`config.mk`:
```
export PLATFORM = sky130hd
export DESIGN_NAME = accel_top
export DESIGN_NICKNAME = d
export VERILOG_FILES = /design/src/rtl/accel_pkg.sv /design/src/rtl/csr_pkg.sv /design/src/rtl/csr_block.sv /design/src/rtl/activation_unit.sv /design/src/rtl/pool_unit.sv /design/src/rtl/perf_monitor.sv /design/src/rtl/accel_top.sv
export SDC_FILE = /design/constraint.sdc
export NUM_CORES = 1
export LEC_CHECK = 0
export ABC_AREA = 1
export ABC_CLOCK_PERIOD_IN_PS = 34300
export BUFFER_PORTS_ARGS = -buffer_cell sky130_fd_sc_hd__buf_2
export CORE_MARGIN = 2
export CORE_UTILIZATION = 50
export CTS_CLUSTER_SIZE = 12
export DETAILED_ROUTE_END_ITERATION = 6
export PLACE_DENSITY = 0.67
export SYNTH_ARGS = -nofsm -noshare
export SYNTH_HDL_FRONTEND = slang
export SYNTH_SLANG_ARGS = --single-unit
```
`constraint.sdc`:
```
create_clock -name clk -period 34.3 [get_ports clk]
set_input_delay 0 -clock clk [delete_from_list [all_inputs] [get_ports clk]]
set_output_delay 0 -clock clk [all_outputs]
set_load 0.02 [all_outputs]
```
`src/rtl/accel_pkg.sv`:
```
package accel_pkg;

    // Stream sample format
    localparam int DATA_WIDTH = 8;

    typedef logic signed [DATA_WIDTH-1:0] sample_t;

    typedef enum logic [1:0] {
        ACT_PASS  = 2'd0,
        ACT_RELU  = 2'd1,
        ACT_LEAKY = 2'd2,
        ACT_RELU6 = 2'd3
    } act_mode_t;

    typedef enum logic {
        POOL_MAX = 1'b0,
        POOL_AVG = 1'b1
    } pool_type_t;

    // Negative slope of 1/8 in leaky mode
    localparam int LEAKY_SHIFT = 3;

    // 6.0 in Q4.4
    localparam sample_t RELU6_MAX = 8'sd96;

endpackage

```
`src/rtl/csr_pkg.sv`:
```
package csr_pkg;

    // Register bus geometry
    localparam int CSR_ADDR_WIDTH = 8;
    localparam int CSR_DATA_WIDTH = 32;
    localparam int CSR_STRB_WIDTH = CSR_DATA_WIDTH / 8;

    localparam int NUM_REGS      = 16;
    localparam int REG_IDX_WIDTH = $clog2(NUM_REGS);

    // Region select sits in the top address bits
    localparam int REGION_WIDTH = 2;
    localparam logic [REGION_WIDTH-1:0] REGION_CSR = 2'd0;

    // Word indexes
    localparam logic [REG_IDX_WIDTH-1:0] REG_CTRL         = 4'd0;
    localparam logic [REG_IDX_WIDTH-1:0] REG_ACT_MODE     = 4'd4;
    localparam logic [REG_IDX_WIDTH-1:0] REG_POOL_MODE    = 4'd5;
    localparam logic [REG_IDX_WIDTH-1:0] REG_TOTAL_CYCLES = 4'd10;
    localparam logic [REG_IDX_WIDTH-1:0] REG_BUSY_CYCLES  = 4'd11;
    localparam logic [REG_IDX_WIDTH-1:0] REG_IDLE_CYCLES  = 4'd12;

    localparam logic [1:0] RESP_OKAY   = 2'b00;
    localparam logic [1:0] RESP_DECERR = 2'b11;

    localparam int COUNTER_WIDTH = 32;

endpackage

```
`src/rtl/csr_block.sv`:
```
module csr_block (
    input  logic                                  clk,
    input  logic                                  sync_reset,
    input  logic                                  awvalid,
    output logic                                  awready,
    input  logic [csr_pkg::CSR_ADDR_WIDTH-1:0]    awaddr,
    input  logic                                  wvalid,
    output logic                                  wready,
    input  logic [csr_pkg::CSR_DATA_WIDTH-1:0]    wdata,
    input  logic [csr_pkg::CSR_STRB_WIDTH-1:0]    wstrb,
    output logic                                  bvalid,
    input  logic                                  bready,
    output logic [1:0]                            bresp,
    input  logic                                  arvalid,
    output logic                                  arready,
    input  logic [csr_pkg::CSR_ADDR_WIDTH-1:0]    araddr,
    output logic                                  rvalid,
    input  logic                                  rready,
    output logic [csr_pkg::CSR_DATA_WIDTH-1:0]    rdata,
    output logic [1:0]                            rresp,
    input  logic [csr_pkg::COUNTER_WIDTH-1:0]     total_cycles,
    input  logic [csr_pkg::COUNTER_WIDTH-1:0]     busy_cycles,
    input  logic [csr_pkg::COUNTER_WIDTH-1:0]     idle_cycles,
    output logic                                  enable,
    output accel_pkg::act_mode_t                  act_mode,
    output accel_pkg::pool_type_t                 pool_type
);

    logic [csr_pkg::CSR_DATA_WIDTH-1:0] regs [csr_pkg::NUM_REGS];

    logic                                wr_take;
    logic                                wr_hit;
    logic [csr_pkg::REG_IDX_WIDTH-1:0]   wr_idx;
    logic                                rd_take;
    logic                                rd_hit;
    logic [csr_pkg::REG_IDX_WIDTH-1:0]   rd_idx;
    logic [csr_pkg::CSR_DATA_WIDTH-1:0]  rd_word;

    // Address and data must arrive together; one write outstanding at a time
    assign wr_take = awvalid && wvalid && !bvalid;
    assign rd_take = arvalid && !rvalid;

    assign wr_hit = awaddr[csr_pkg::CSR_ADDR_WIDTH-1 -: csr_pkg::REGION_WIDTH]
                    == csr_pkg::REGION_CSR;
    assign rd_hit = araddr[csr_pkg::CSR_ADDR_WIDTH-1 -: csr_pkg::REGION_WIDTH]
                    == csr_pkg::REGION_CSR;

    assign wr_idx = awaddr[2 +: csr_pkg::REG_IDX_WIDTH];
    assign rd_idx = araddr[2 +: csr_pkg::REG_IDX_WIDTH];

    // Counter words shadow the stored values on read
    always_comb begin
        case (rd_idx)
            csr_pkg::REG_TOTAL_CYCLES: rd_word = total_cycles;
            csr_pkg::REG_BUSY_CYCLES:  rd_word = busy_cycles;
            csr_pkg::REG_IDLE_CYCLES:  rd_word = idle_cycles;
            default:                   rd_word = regs[rd_idx];
        endcase
    end

    always_ff @(posedge clk or posedge sync_reset) begin
        if (sync_reset) begin
            awready <= 1'b0;
            wready  <= 1'b0;
            bvalid  <= 1'b0;
            arready <= 1'b0;
            rvalid  <= 1'b0;
            for (int i = 0; i < csr_pkg::NUM_REGS; i++) begin
                regs[i] <= '0;
            end
        end else begin
            awready <= wr_take;
            wready  <= wr_take;
            arready <= rd_take;

            if (wr_take) begin
                bvalid <= 1'b1;
            end else if (bready) begin
                bvalid <= 1'b0;
            end

            if (rd_take) begin
                rvalid <= 1'b1;
            end else if (rready) begin
                rvalid <= 1'b0;
            end

            if (wr_take && wr_hit) begin
                for (int b = 0; b < csr_pkg::CSR_STRB_WIDTH; b++) begin
                    if (wstrb[b]) begin
                        regs[wr_idx][b*8 +: 8] <= wdata[b*8 +: 8];
                    end
                end
            end
        end
    end

    // Response payload
    always_ff @(posedge clk) begin
        if (wr_take) begin
            bresp <= wr_hit ? csr_pkg::RESP_OKAY : csr_pkg::RESP_DECERR;
        end
        if (rd_take) begin
            rdata <= rd_hit ? rd_word : '0;
            rresp <= rd_hit ? csr_pkg::RESP_OKAY : csr_pkg::RESP_DECERR;
        end
    end

    assign enable    = regs[csr_pkg::REG_CTRL][0];
    assign act_mode  = accel_pkg::act_mode_t'(regs[csr_pkg::REG_ACT_MODE][1:0]);
    assign pool_type = accel_pkg::pool_type_t'(regs[csr_pkg::REG_POOL_MODE][0]);

    assert property (@(posedge clk) disable iff (sync_reset)
        bvalid && !bready |=> bvalid)
        else $error("bvalid dropped before bready");

    assert property (@(posedge clk) disable iff (sync_reset)
        rvalid && !rready |=> rvalid && $stable(rdata))
        else $error("read response changed before rready");

endmodule

```
`src/rtl/activation_unit.sv`:
```
module activation_unit (
    input  logic                 clk,
    input  logic                 sync_reset,
    input  logic                 in_valid,
    output logic                 in_ready,
    input  accel_pkg::sample_t   in_data,
    input  logic                 in_last,
    input  accel_pkg::act_mode_t act_mode,
    output logic                 out_valid,
    input  logic                 out_ready,
    output accel_pkg::sample_t   out_data,
    output logic                 out_last
);

    accel_pkg::sample_t act_result;
    logic               in_fire;

    // Accept when empty or the held sample leaves this cycle
    assign in_ready = !out_valid || out_ready;
    assign in_fire  = in_valid && in_ready;

    always_comb begin
        case (act_mode)
            accel_pkg::ACT_RELU: begin
                act_result = (in_data < 0) ? '0 : in_data;
            end
            accel_pkg::ACT_LEAKY: begin
                act_result = (in_data < 0) ? (in_data >>> accel_pkg::LEAKY_SHIFT) : in_data;
            end
            accel_pkg::ACT_RELU6: begin
                if (in_data < 0) begin
                    act_result = '0;
                end else if (in_data > accel_pkg::RELU6_MAX) begin
                    act_result = accel_pkg::RELU6_MAX;
                end else begin
                    act_result = in_data;
                end
            end
            default: begin
                act_result = in_data;
            end
        endcase
    end

    always_ff @(posedge clk or posedge sync_reset) begin
        if (sync_reset) begin
            out_valid <= 1'b0;
        end else if (in_ready) begin
            out_valid <= in_valid;
        end
    end

    always_ff @(posedge clk) begin
        if (in_fire) begin
            out_data <= act_result;
            out_last <= in_last;
        end
    end

    assert property (@(posedge clk) disable iff (sync_reset)
        out_valid && !out_ready |=> out_valid && $stable(out_data) && $stable(out_last))
        else $error("activation output changed while stalled");

endmodule

```
`src/rtl/pool_unit.sv`:
```
module pool_unit (
    input  logic                  clk,
    input  logic                  sync_reset,
    input  logic                  in_valid,
    output logic                  in_ready,
    input  accel_pkg::sample_t    in_data,
    input  logic                  in_last,
    input  accel_pkg::pool_type_t pool_type,
    output logic                  out_valid,
    input  logic                  out_ready,
    output accel_pkg::sample_t    out_data,
    output logic                  out_last
);

    logic                                have_first;
    accel_pkg::sample_t                  first_data;
    logic                                in_fire;
    logic                                close;
    logic signed [accel_pkg::DATA_WIDTH:0] pair_sum;
    accel_pkg::sample_t                  pooled;

    assign in_ready = !out_valid || out_ready;
    assign in_fire  = in_valid && in_ready;

    // A pair closes on its second sample, or early on tlast
    assign close = in_fire && (have_first || in_last);

    // One extra bit keeps the pair sum exact
    assign pair_sum = first_data + in_data;

    always_comb begin
        if (!have_first) begin
            pooled = in_data;
        end else if (pool_type == accel_pkg::POOL_AVG) begin
            // Dropping the LSB floors toward minus infinity
            pooled = accel_pkg::sample_t'(pair_sum[accel_pkg::DATA_WIDTH:1]);
        end else begin
            pooled = (in_data > first_data) ? in_data : first_data;
        end
    end

    always_ff @(posedge clk or posedge sync_reset) begin
        if (sync_reset) begin
            have_first <= 1'b0;
            out_valid  <= 1'b0;
        end else begin
            if (in_fire) begin
                have_first <= !close;
            end
            if (close) begin
                out_valid <= 1'b1;
            end else if (out_ready) begin
                out_valid <= 1'b0;
            end
        end
    end

    always_ff @(posedge clk) begin
        if (in_fire && !close) begin
            first_data <= in_data;
        end
        if (close) begin
            out_data <= pooled;
            out_last <= in_last;
        end
    end

    assert property (@(posedge clk) disable iff (sync_reset)
        out_valid && !out_ready |=> out_valid)
        else $error("pool output dropped before out_ready");

endmodule

```
`src/rtl/perf_monitor.sv`:
```
module perf_monitor (
    input  logic                              clk,
    input  logic                              sync_reset,
    input  logic                              busy,
    output logic [csr_pkg::COUNTER_WIDTH-1:0] total_cycles,
    output logic [csr_pkg::COUNTER_WIDTH-1:0] busy_cycles,
    output logic [csr_pkg::COUNTER_WIDTH-1:0] idle_cycles
);

    always_ff @(posedge clk or posedge sync_reset) begin
        if (sync_reset) begin
            total_cycles <= '0;
            busy_cycles  <= '0;
            idle_cycles  <= '0;
        end else begin
            total_cycles <= total_cycles + 1'b1;
            if (busy) begin
                busy_cycles <= busy_cycles + 1'b1;
            end else begin
                idle_cycles <= idle_cycles + 1'b1;
            end
        end
    end

    // Every cycle lands in exactly one bucket, wrap included
    assert property (@(posedge clk) disable iff (sync_reset)
        total_cycles == busy_cycles + idle_cycles)
        else $error("cycle counters out of balance");

endmodule

```
`src/rtl/accel_top.sv`:
```
module accel_top (
    input  logic                               clk,
    input  logic                               sync_reset,
    input  logic                               awvalid,
    output logic                               awready,
    input  logic [csr_pkg::CSR_ADDR_WIDTH-1:0] awaddr,
    input  logic                               wvalid,
    output logic                               wready,
    input  logic [csr_pkg::CSR_DATA_WIDTH-1:0] wdata,
    input  logic [csr_pkg::CSR_STRB_WIDTH-1:0] wstrb,
    output logic                               bvalid,
    input  logic                               bready,
    output logic [1:0]                         bresp,
    input  logic                               arvalid,
    output logic                               arready,
    input  logic [csr_pkg::CSR_ADDR_WIDTH-1:0] araddr,
    output logic                               rvalid,
    input  logic                               rready,
    output logic [csr_pkg::CSR_DATA_WIDTH-1:0] rdata,
    output logic [1:0]                         rresp,
    input  logic                               s_axis_tvalid,
    output logic                               s_axis_tready,
    input  accel_pkg::sample_t                 s_axis_tdata,
    input  logic                               s_axis_tlast,
    output logic                               m_axis_tvalid,
    input  logic                               m_axis_tready,
    output accel_pkg::sample_t                 m_axis_tdata,
    output logic                               m_axis_tlast
);

    logic                              enable;
    accel_pkg::act_mode_t              act_mode;
    accel_pkg::pool_type_t             pool_type;
    logic [csr_pkg::COUNTER_WIDTH-1:0] total_cycles;
    logic [csr_pkg::COUNTER_WIDTH-1:0] busy_cycles;
    logic [csr_pkg::COUNTER_WIDTH-1:0] idle_cycles;

    logic                              act_in_ready;
    logic                              act_valid;
    logic                              act_ready;
    accel_pkg::sample_t                act_data;
    logic                              act_last;
    logic                              busy;

    // Stream input is closed while disabled
    assign s_axis_tready = enable && act_in_ready;

    assign busy = act_valid || m_axis_tvalid;

    csr_block csr0 (
        .clk          (clk),
        .sync_reset   (sync_reset),
        .awvalid      (awvalid),
        .awready      (awready),
        .awaddr       (awaddr),
        .wvalid       (wvalid),
        .wready       (wready),
        .wdata        (wdata),
        .wstrb        (wstrb),
        .bvalid       (bvalid),
        .bready       (bready),
        .bresp        (bresp),
        .arvalid      (arvalid),
        .arready      (arready),
        .araddr       (araddr),
        .rvalid       (rvalid),
        .rready       (rready),
        .rdata        (rdata),
        .rresp        (rresp),
        .total_cycles (total_cycles),
        .busy_cycles  (busy_cycles),
        .idle_cycles  (idle_cycles),
        .enable       (enable),
        .act_mode     (act_mode),
        .pool_type    (pool_type)
    );

    activation_unit act0 (
        .clk        (clk),
        .sync_reset (sync_reset),
        .in_valid   (s_axis_tvalid && enable),
        .in_ready   (act_in_ready),
        .in_data    (s_axis_tdata),
        .in_last    (s_axis_tlast),
        .act_mode   (act_mode),
        .out_valid  (act_valid),
        .out_ready  (act_ready),
        .out_data   (act_data),
        .out_last   (act_last)
    );

    pool_unit pool0 (
        .clk        (clk),
        .sync_reset (sync_reset),
        .in_valid   (act_valid),
        .in_ready   (act_ready),
        .in_data    (act_data),
        .in_last    (act_last),
        .pool_type  (pool_type),
        .out_valid  (m_axis_tvalid),
        .out_ready  (m_axis_tready),
        .out_data   (m_axis_tdata),
        .out_last   (m_axis_tlast)
    );

    perf_monitor perf0 (
        .clk          (clk),
        .sync_reset   (sync_reset),
        .busy         (busy),
        .total_cycles (total_cycles),
        .busy_cycles  (busy_cycles),
        .idle_cycles  (idle_cycles)
    );

endmodule

```
* Word-level counts from Yosys, hierarchy flattened
Index checks and enable logic that the tools add are counted.
Word-level totals: register bits after elaboration 677, input bits 70, output and inout bits 52, word-level logic and storage cells 116
Operators by class: add/subtract/negate cells 4, order comparisons 6, equality and inequality tests 6, mux-type cells 39, bitwise gates (word level) 2, reductions and logical operators 25
Operators with widths (count):
- 2-to-1 mux 512 bit | 7
- bitwise mux 512 bit | 4
- demux 32 bit (select 4 bit) | 4
- binary-select mux 32 bit (select 4 bit) | 1
- adder 32 x 1 -> 32 bit (second input constant) | 3
- 2-to-1 mux 32 bit | 3
- one-hot mux 32 bit (3 select lines) | 1
- 2-to-1 mux 8 bit | 7
- 2-to-1 mux 24 bit | 1
- one-hot mux 8 bit (3 select lines) | 1
- 2-to-1 mux 16 bit | 1
- equality test 4 bit (second input constant) | 3
- logical AND 1 bit | 11
- greater-or-equal comparator 5 bit (second input constant) | 2
- NOT 4 -> 5 bit | 2
- adder 8 x 8 -> 9 bit | 1
- greater-than comparator 8 bit | 1
- greater-than comparator 8 bit (second input constant) | 1
- less-than comparator 8 x 1 -> 1 bit (second input constant) | 1
- 2-to-1 mux 7 bit | 1
- 2-to-1 mux 1 bit | 6
- nonzero test 2 bit | 3
- logical NOT 1 bit | 5
- less-than comparator 5 x 1 -> 1 bit (second input constant) | 1
- 5 further kinds | 11

* Depth between registers and ports, before layout
depth in word-level cells 16, gate-level depth with buffers 15, depth with buffers taken out 15

* Cells and area by module
Synthesis repeated with hierarchy kept, for this count alone.
Second synthesis, totals: cells, all modules 4631, area total of the unflattened synthesis 34707.0 um2
By module, submodules not included:
- csr_block | times used 1, cells an instance 3746, area an instance 27478.9 um2
- perf_monitor | times used 1, cells an instance 631, area an instance 5156.2 um2
- pool_unit | times used 1, cells an instance 189, area an instance 1536.5 um2
- activation_unit | times used 1, cells an instance 58, area an instance 509.2 um2
- accel_top | times used 1, cells an instance 7, area an instance 26.3 um2

* Least setup slack after synthesis
Ideal clock, no wire load.
kind reg2reg, start point register act0.out_data[7], end point register pool0.out_data[0] (data pin), library setup time 0.252 ns, arrival 1.735 ns, required time 34.048 ns, slack 32.313 ns, stages on the path, launching flop included 12, path buffers 1, period minus slack after synthesis 1.987 ns, cells stage by stage edfxtp_1 ha_1 buf_2 a21o_1 nor2_1 nand2_1 nand2_2 nand3_2 nand2_1 nand3_1 nand2_1 nand2_1
On the way: word-level cells in the longest chain between the ends 4
Ends and longest elaborated chain:
- from (decl) | RTL line activation_unit.sv:11 | output accel_pkg::sample_t out_data,
- from (signal assigned) | RTL line activation_unit.sv:55 | out_data <= act_result;
- greater-than comparator 8 bit | RTL line pool_unit.sv:38 | pooled = (in_data > first_data) ? in_data : first_data;
- 2-to-1 mux 8 bit | RTL line pool_unit.sv:38
- 2-to-1 mux 8 bit | RTL line pool_unit.sv:34 | end else if (pool_type == accel_pkg::POOL_AVG) begin
- 2-to-1 mux 8 bit | RTL line pool_unit.sv:32 | if (!have_first) begin
- named net pool0.pooled[0] | RTL line pool_unit.sv:20 | accel_pkg::sample_t pooled;
- to (signal assigned) | RTL line pool_unit.sv:63 | out_data <= pooled;
- to (decl) | RTL line pool_unit.sv:11 | output accel_pkg::sample_t out_data,
The timed path passes the listed nets, and every way through them passes these cells. A chain may end at the register's enable or synchronous reset.

==> summary.md <==
| Metric | Value |
|---|---|
| Distinct cells, synth | 51 |
| Die area | roughly 64000 µm² |
| Pin count of the biggest net entering global routing | between 150 and 200 |
| Pre-CTS setup slack | between 30 and 40 ns |
| Worst setup SP type | input pin |
| Slew Limit Fails | 0 |
| Total global routing overflow | 0 |
| Drt drc | 0 |
| Worst skew pair latency | 0.64 ns |
| Initial antenna violation count | 4 |
| Initial Utilization | 0.506 |
| Placed cells | 4238 |
| Total negative slack | 0 ns |
| Clk sinks | approximately 680 |
| Total GRT Usage | 0.279 |
| Final routed wire length divided by cell count | 19.9 µm |
| Min Hold Slack | around 0.031 ns |
| Cell taking the most area after synthesis | dfrtp_1 |
| Setup Skew | between 0.03 and 0.04 ns |
| Syn avg cell area | 8.98 µm² |
| Hold Crit Class | input pin to register |
| PD cells | ~51 nW/µm² |
| Synth area leaders | dfrtp_1 49%, nand2_1 9.5%, o21ai_0 8.8% |
| Final setup violation count | 0 |
| Most frequent cells after synthesis | 786 x nand2_1, 615 x dfrtp_1, 548 x o21ai_0 |
| Total wire length | just under 90000 µm |
| DR vias | 25300 |
| RSZ-0062 raised after global routing | false |
| Final Cycle Share | 0.0923 |
| Synth Flop Type | dfrtp_1 |
| Synth warn | 0 |
| Peak Freq | 316 MHz |
| P&R area growth vs syn | 12.2% |
| Total Power | roughly 1.8 mW |
| Slew HR | 0.306 |
| Yosys top cell area share | 0.493 |
| Num CTS Buffers | 72 |
| CP Capture Type | asynchronous set/reset pin |
| H-tree depth | 3 |
| Mapped Cells | 3473 |
| Complex-gate fraction of the synthesized area | 0.189 |
| Setup bufs post-CTS | 0 |
| Num ports | 122 |
| Die Span Y | 254 µm |
| DPL Wire Length | ~55000 µm |
| Most numerous cell in the Yosys netlist | nand2_1 |
| IO Port Bufs | around 120 |
| Antenna Cells | 0 |
| Die width | between 200 and 300 µm |
| Peak VDD IR | approximately 0.033 mV |
| Async SR Flop Fraction | 0.911 |
| Worst path required time | about 35 ns |
| Mapped Area | ~31000 µm² |
| First DRT Iteration DRCs | between 2000 and 2500 |
| Post-Syn Nets | 3563 |
| TritonCTS clock tree | yes |
| Vias in the first global route | 24400 |
| Synth Area in Simple Gates | 0.171 |
| DR pass1 iterations | 5 |
| Critical path class | input pin to asynchronous set/reset pin |
| Final WS setup | about 31 ns |
| Register area share after synthesis | 0.551 |
| Clock slew at reported path FFs | around 0.060 ns |
| Critical path fanouts, max | between 150 and 200 |
| Final antenna-violating net count | 0 |
| # resized after CTS | 0 |
| CP arrival | between 3 and 4 ns |
| Mux share of post-synthesis cell area | 0.000321 |
| Number of synthesized flops with an enable pin | 60 |
| Post-Synth XOR/XNOR Area | 0.0250 |
| Status | completed |
| Hold Violations, Final | 0 |
| Final critical-path required period | ~3.2 ns |
| Nets | 3629 |
| Final non-filler cell total | around 4400 |
| Routability cong. | 0.882 |
| Maximum clock insertion buffer count | 3 |
| Largest family of logic cells by synthesized area | compound AO/OA/AOI/OAI gates |
| Rows | between 90 and 100 |
| Root Buffer | clkbuf_16 |
| Share of cells above drive strength 1 | 0.0999 |
| Core area | ~62000 µm² |
| Leak pwr | between 15 and 20 nW |
| #FFs+latches synth | 675 |
| First-pass GRT wire length | ~140000 µm |
| Number of max-cap violations | 0 |
| Adder-Cell Fraction of Synth Area | 0.00826 |
| Slew at the pin closest to its max-slew limit | 1.04 ns |
| Vias per cell | between 5 and 6 |
## stage by stage
stage	util	cell area, µm²
6_report	0.567	35000
5_1_grt	0.567	35000
4_1_cts	0.567	35000
3_5_place_dp	0.520	32100
3_3_place_gp	0.520	32100
2_1_floorplan	-	31200
## layout by cell type (no fill, tap or decap), types with 22 or more instances in the layout
master	Yosys	layout
nor3_1	39	39
nand3_1	77	77
dfrtp_1	615	615
buf_2	63	116
edfxtp_1	60	60
nand2_2	35	35
nor2_1	187	186
a22oi_1	84	84
o21ai_0	548	548
xor2_1	75	75
a221oi_1	23	23
a21oi_1	80	80
clkbuf_1	125	24
inv_1	190	187
clkbuf_16	0	74
dlygate4sd3_1	0	64
nand4_1	41	41
o211ai_1	77	77
o2111ai_1	22	22
o21ai_1	167	167
or2_2	26	26
nand2_1	786	786
## logic make-up (layout without fill, tap and decap cells)
family                     Yosys count  count (layout)
xor gates and xnor gates            89              89
and+or+nand+nor                   1239            1239
buffers and inverters              413             532
muxes                                1               1
DFF                                675             675
adders and majority gates           20              20
AOI/OAI and AO/OA                 1036            1036
## worst max-delay path: stages
cell	delay, ns
dlygate4sd3_1	0.54
buf_2	0.15
inv_8	0.56
buf_12	0.60
buf_4	0.71
buf_4	0.83
## area by class of cell
class,instances,area (µm²)
Inverter,202,771
Multi-Input combinational cell,2385,12300
Tap cell,837,1050
Sequential cell,675,17200
Timing Repair Buffer,203,1420
Clock buffer,111,2120
Clock inverter,16,163
Fill cell,5629,26700
## metal layers
metal,up-vias,global-route usage,routed length [µm]
met1,12300,0.393,39100
li1,11900,-,-
met3,178,0.0525,6160
met4,6,0.0926,2670
met5,-,0,26
met2,881,0.436,40100
## sequential cells by signal, indices dropped and copies added (netlist names), 2 cells and up
signal / cells
perf0.idle_cycles: 32
act0.out_data: 8
perf0.busy_cycles: 32
pool0.first_data: 8
csr0.rdata: 32
csr0.regs: 508
perf0.total_cycles: 32
csr0.act_mode: 2
pool0.out_data: 8
## repair_timing
action                     in CTS  in global routing
setup endpoints to repair       0                  0
hold buffers                   64                  0
hold endpoints to repair      663                  0
## power breakdown
group	switching, mW	internal [mW]	leakage (nW)	total, mW
Sequential	0.0236	0.841	9.05	0.865
Clock	0.321	0.435	1.12	0.756
Combinational	0.103	0.0464	5.29	0.149
## path summary, 6_finish.rpt
path / from / end / slack (ns) / cells past startpoint
worst max register to register: csr0.bvalid$_DFFE_PP0P_ / csr0.act_mode[1]$_DFFE_PP0P_ / 31.26 / 9
worst max-delay path: sync_reset / csr0.regs[51]$_DFFE_PP0P_ / 31.13 / 6
worst min register to register: perf0.busy_cycles[29]$_DFFE_PP0P_ / perf0.busy_cycles[29]$_DFFE_PP0P_ / 0.47 / 1
worst min-delay path: wstrb[0] / csr0.regs[100]$_DFFE_PP0P_ / 0.03 / 5
max in group clk: araddr[4] / csr0.rdata[4]$_SDFFCE_PP0P_ / 31.14 / 10
min in group asynchronous: sync_reset / csr0.rvalid$_DFFE_PP0P_ / 0.10 / 3
(Power assumes the default switching activity.)
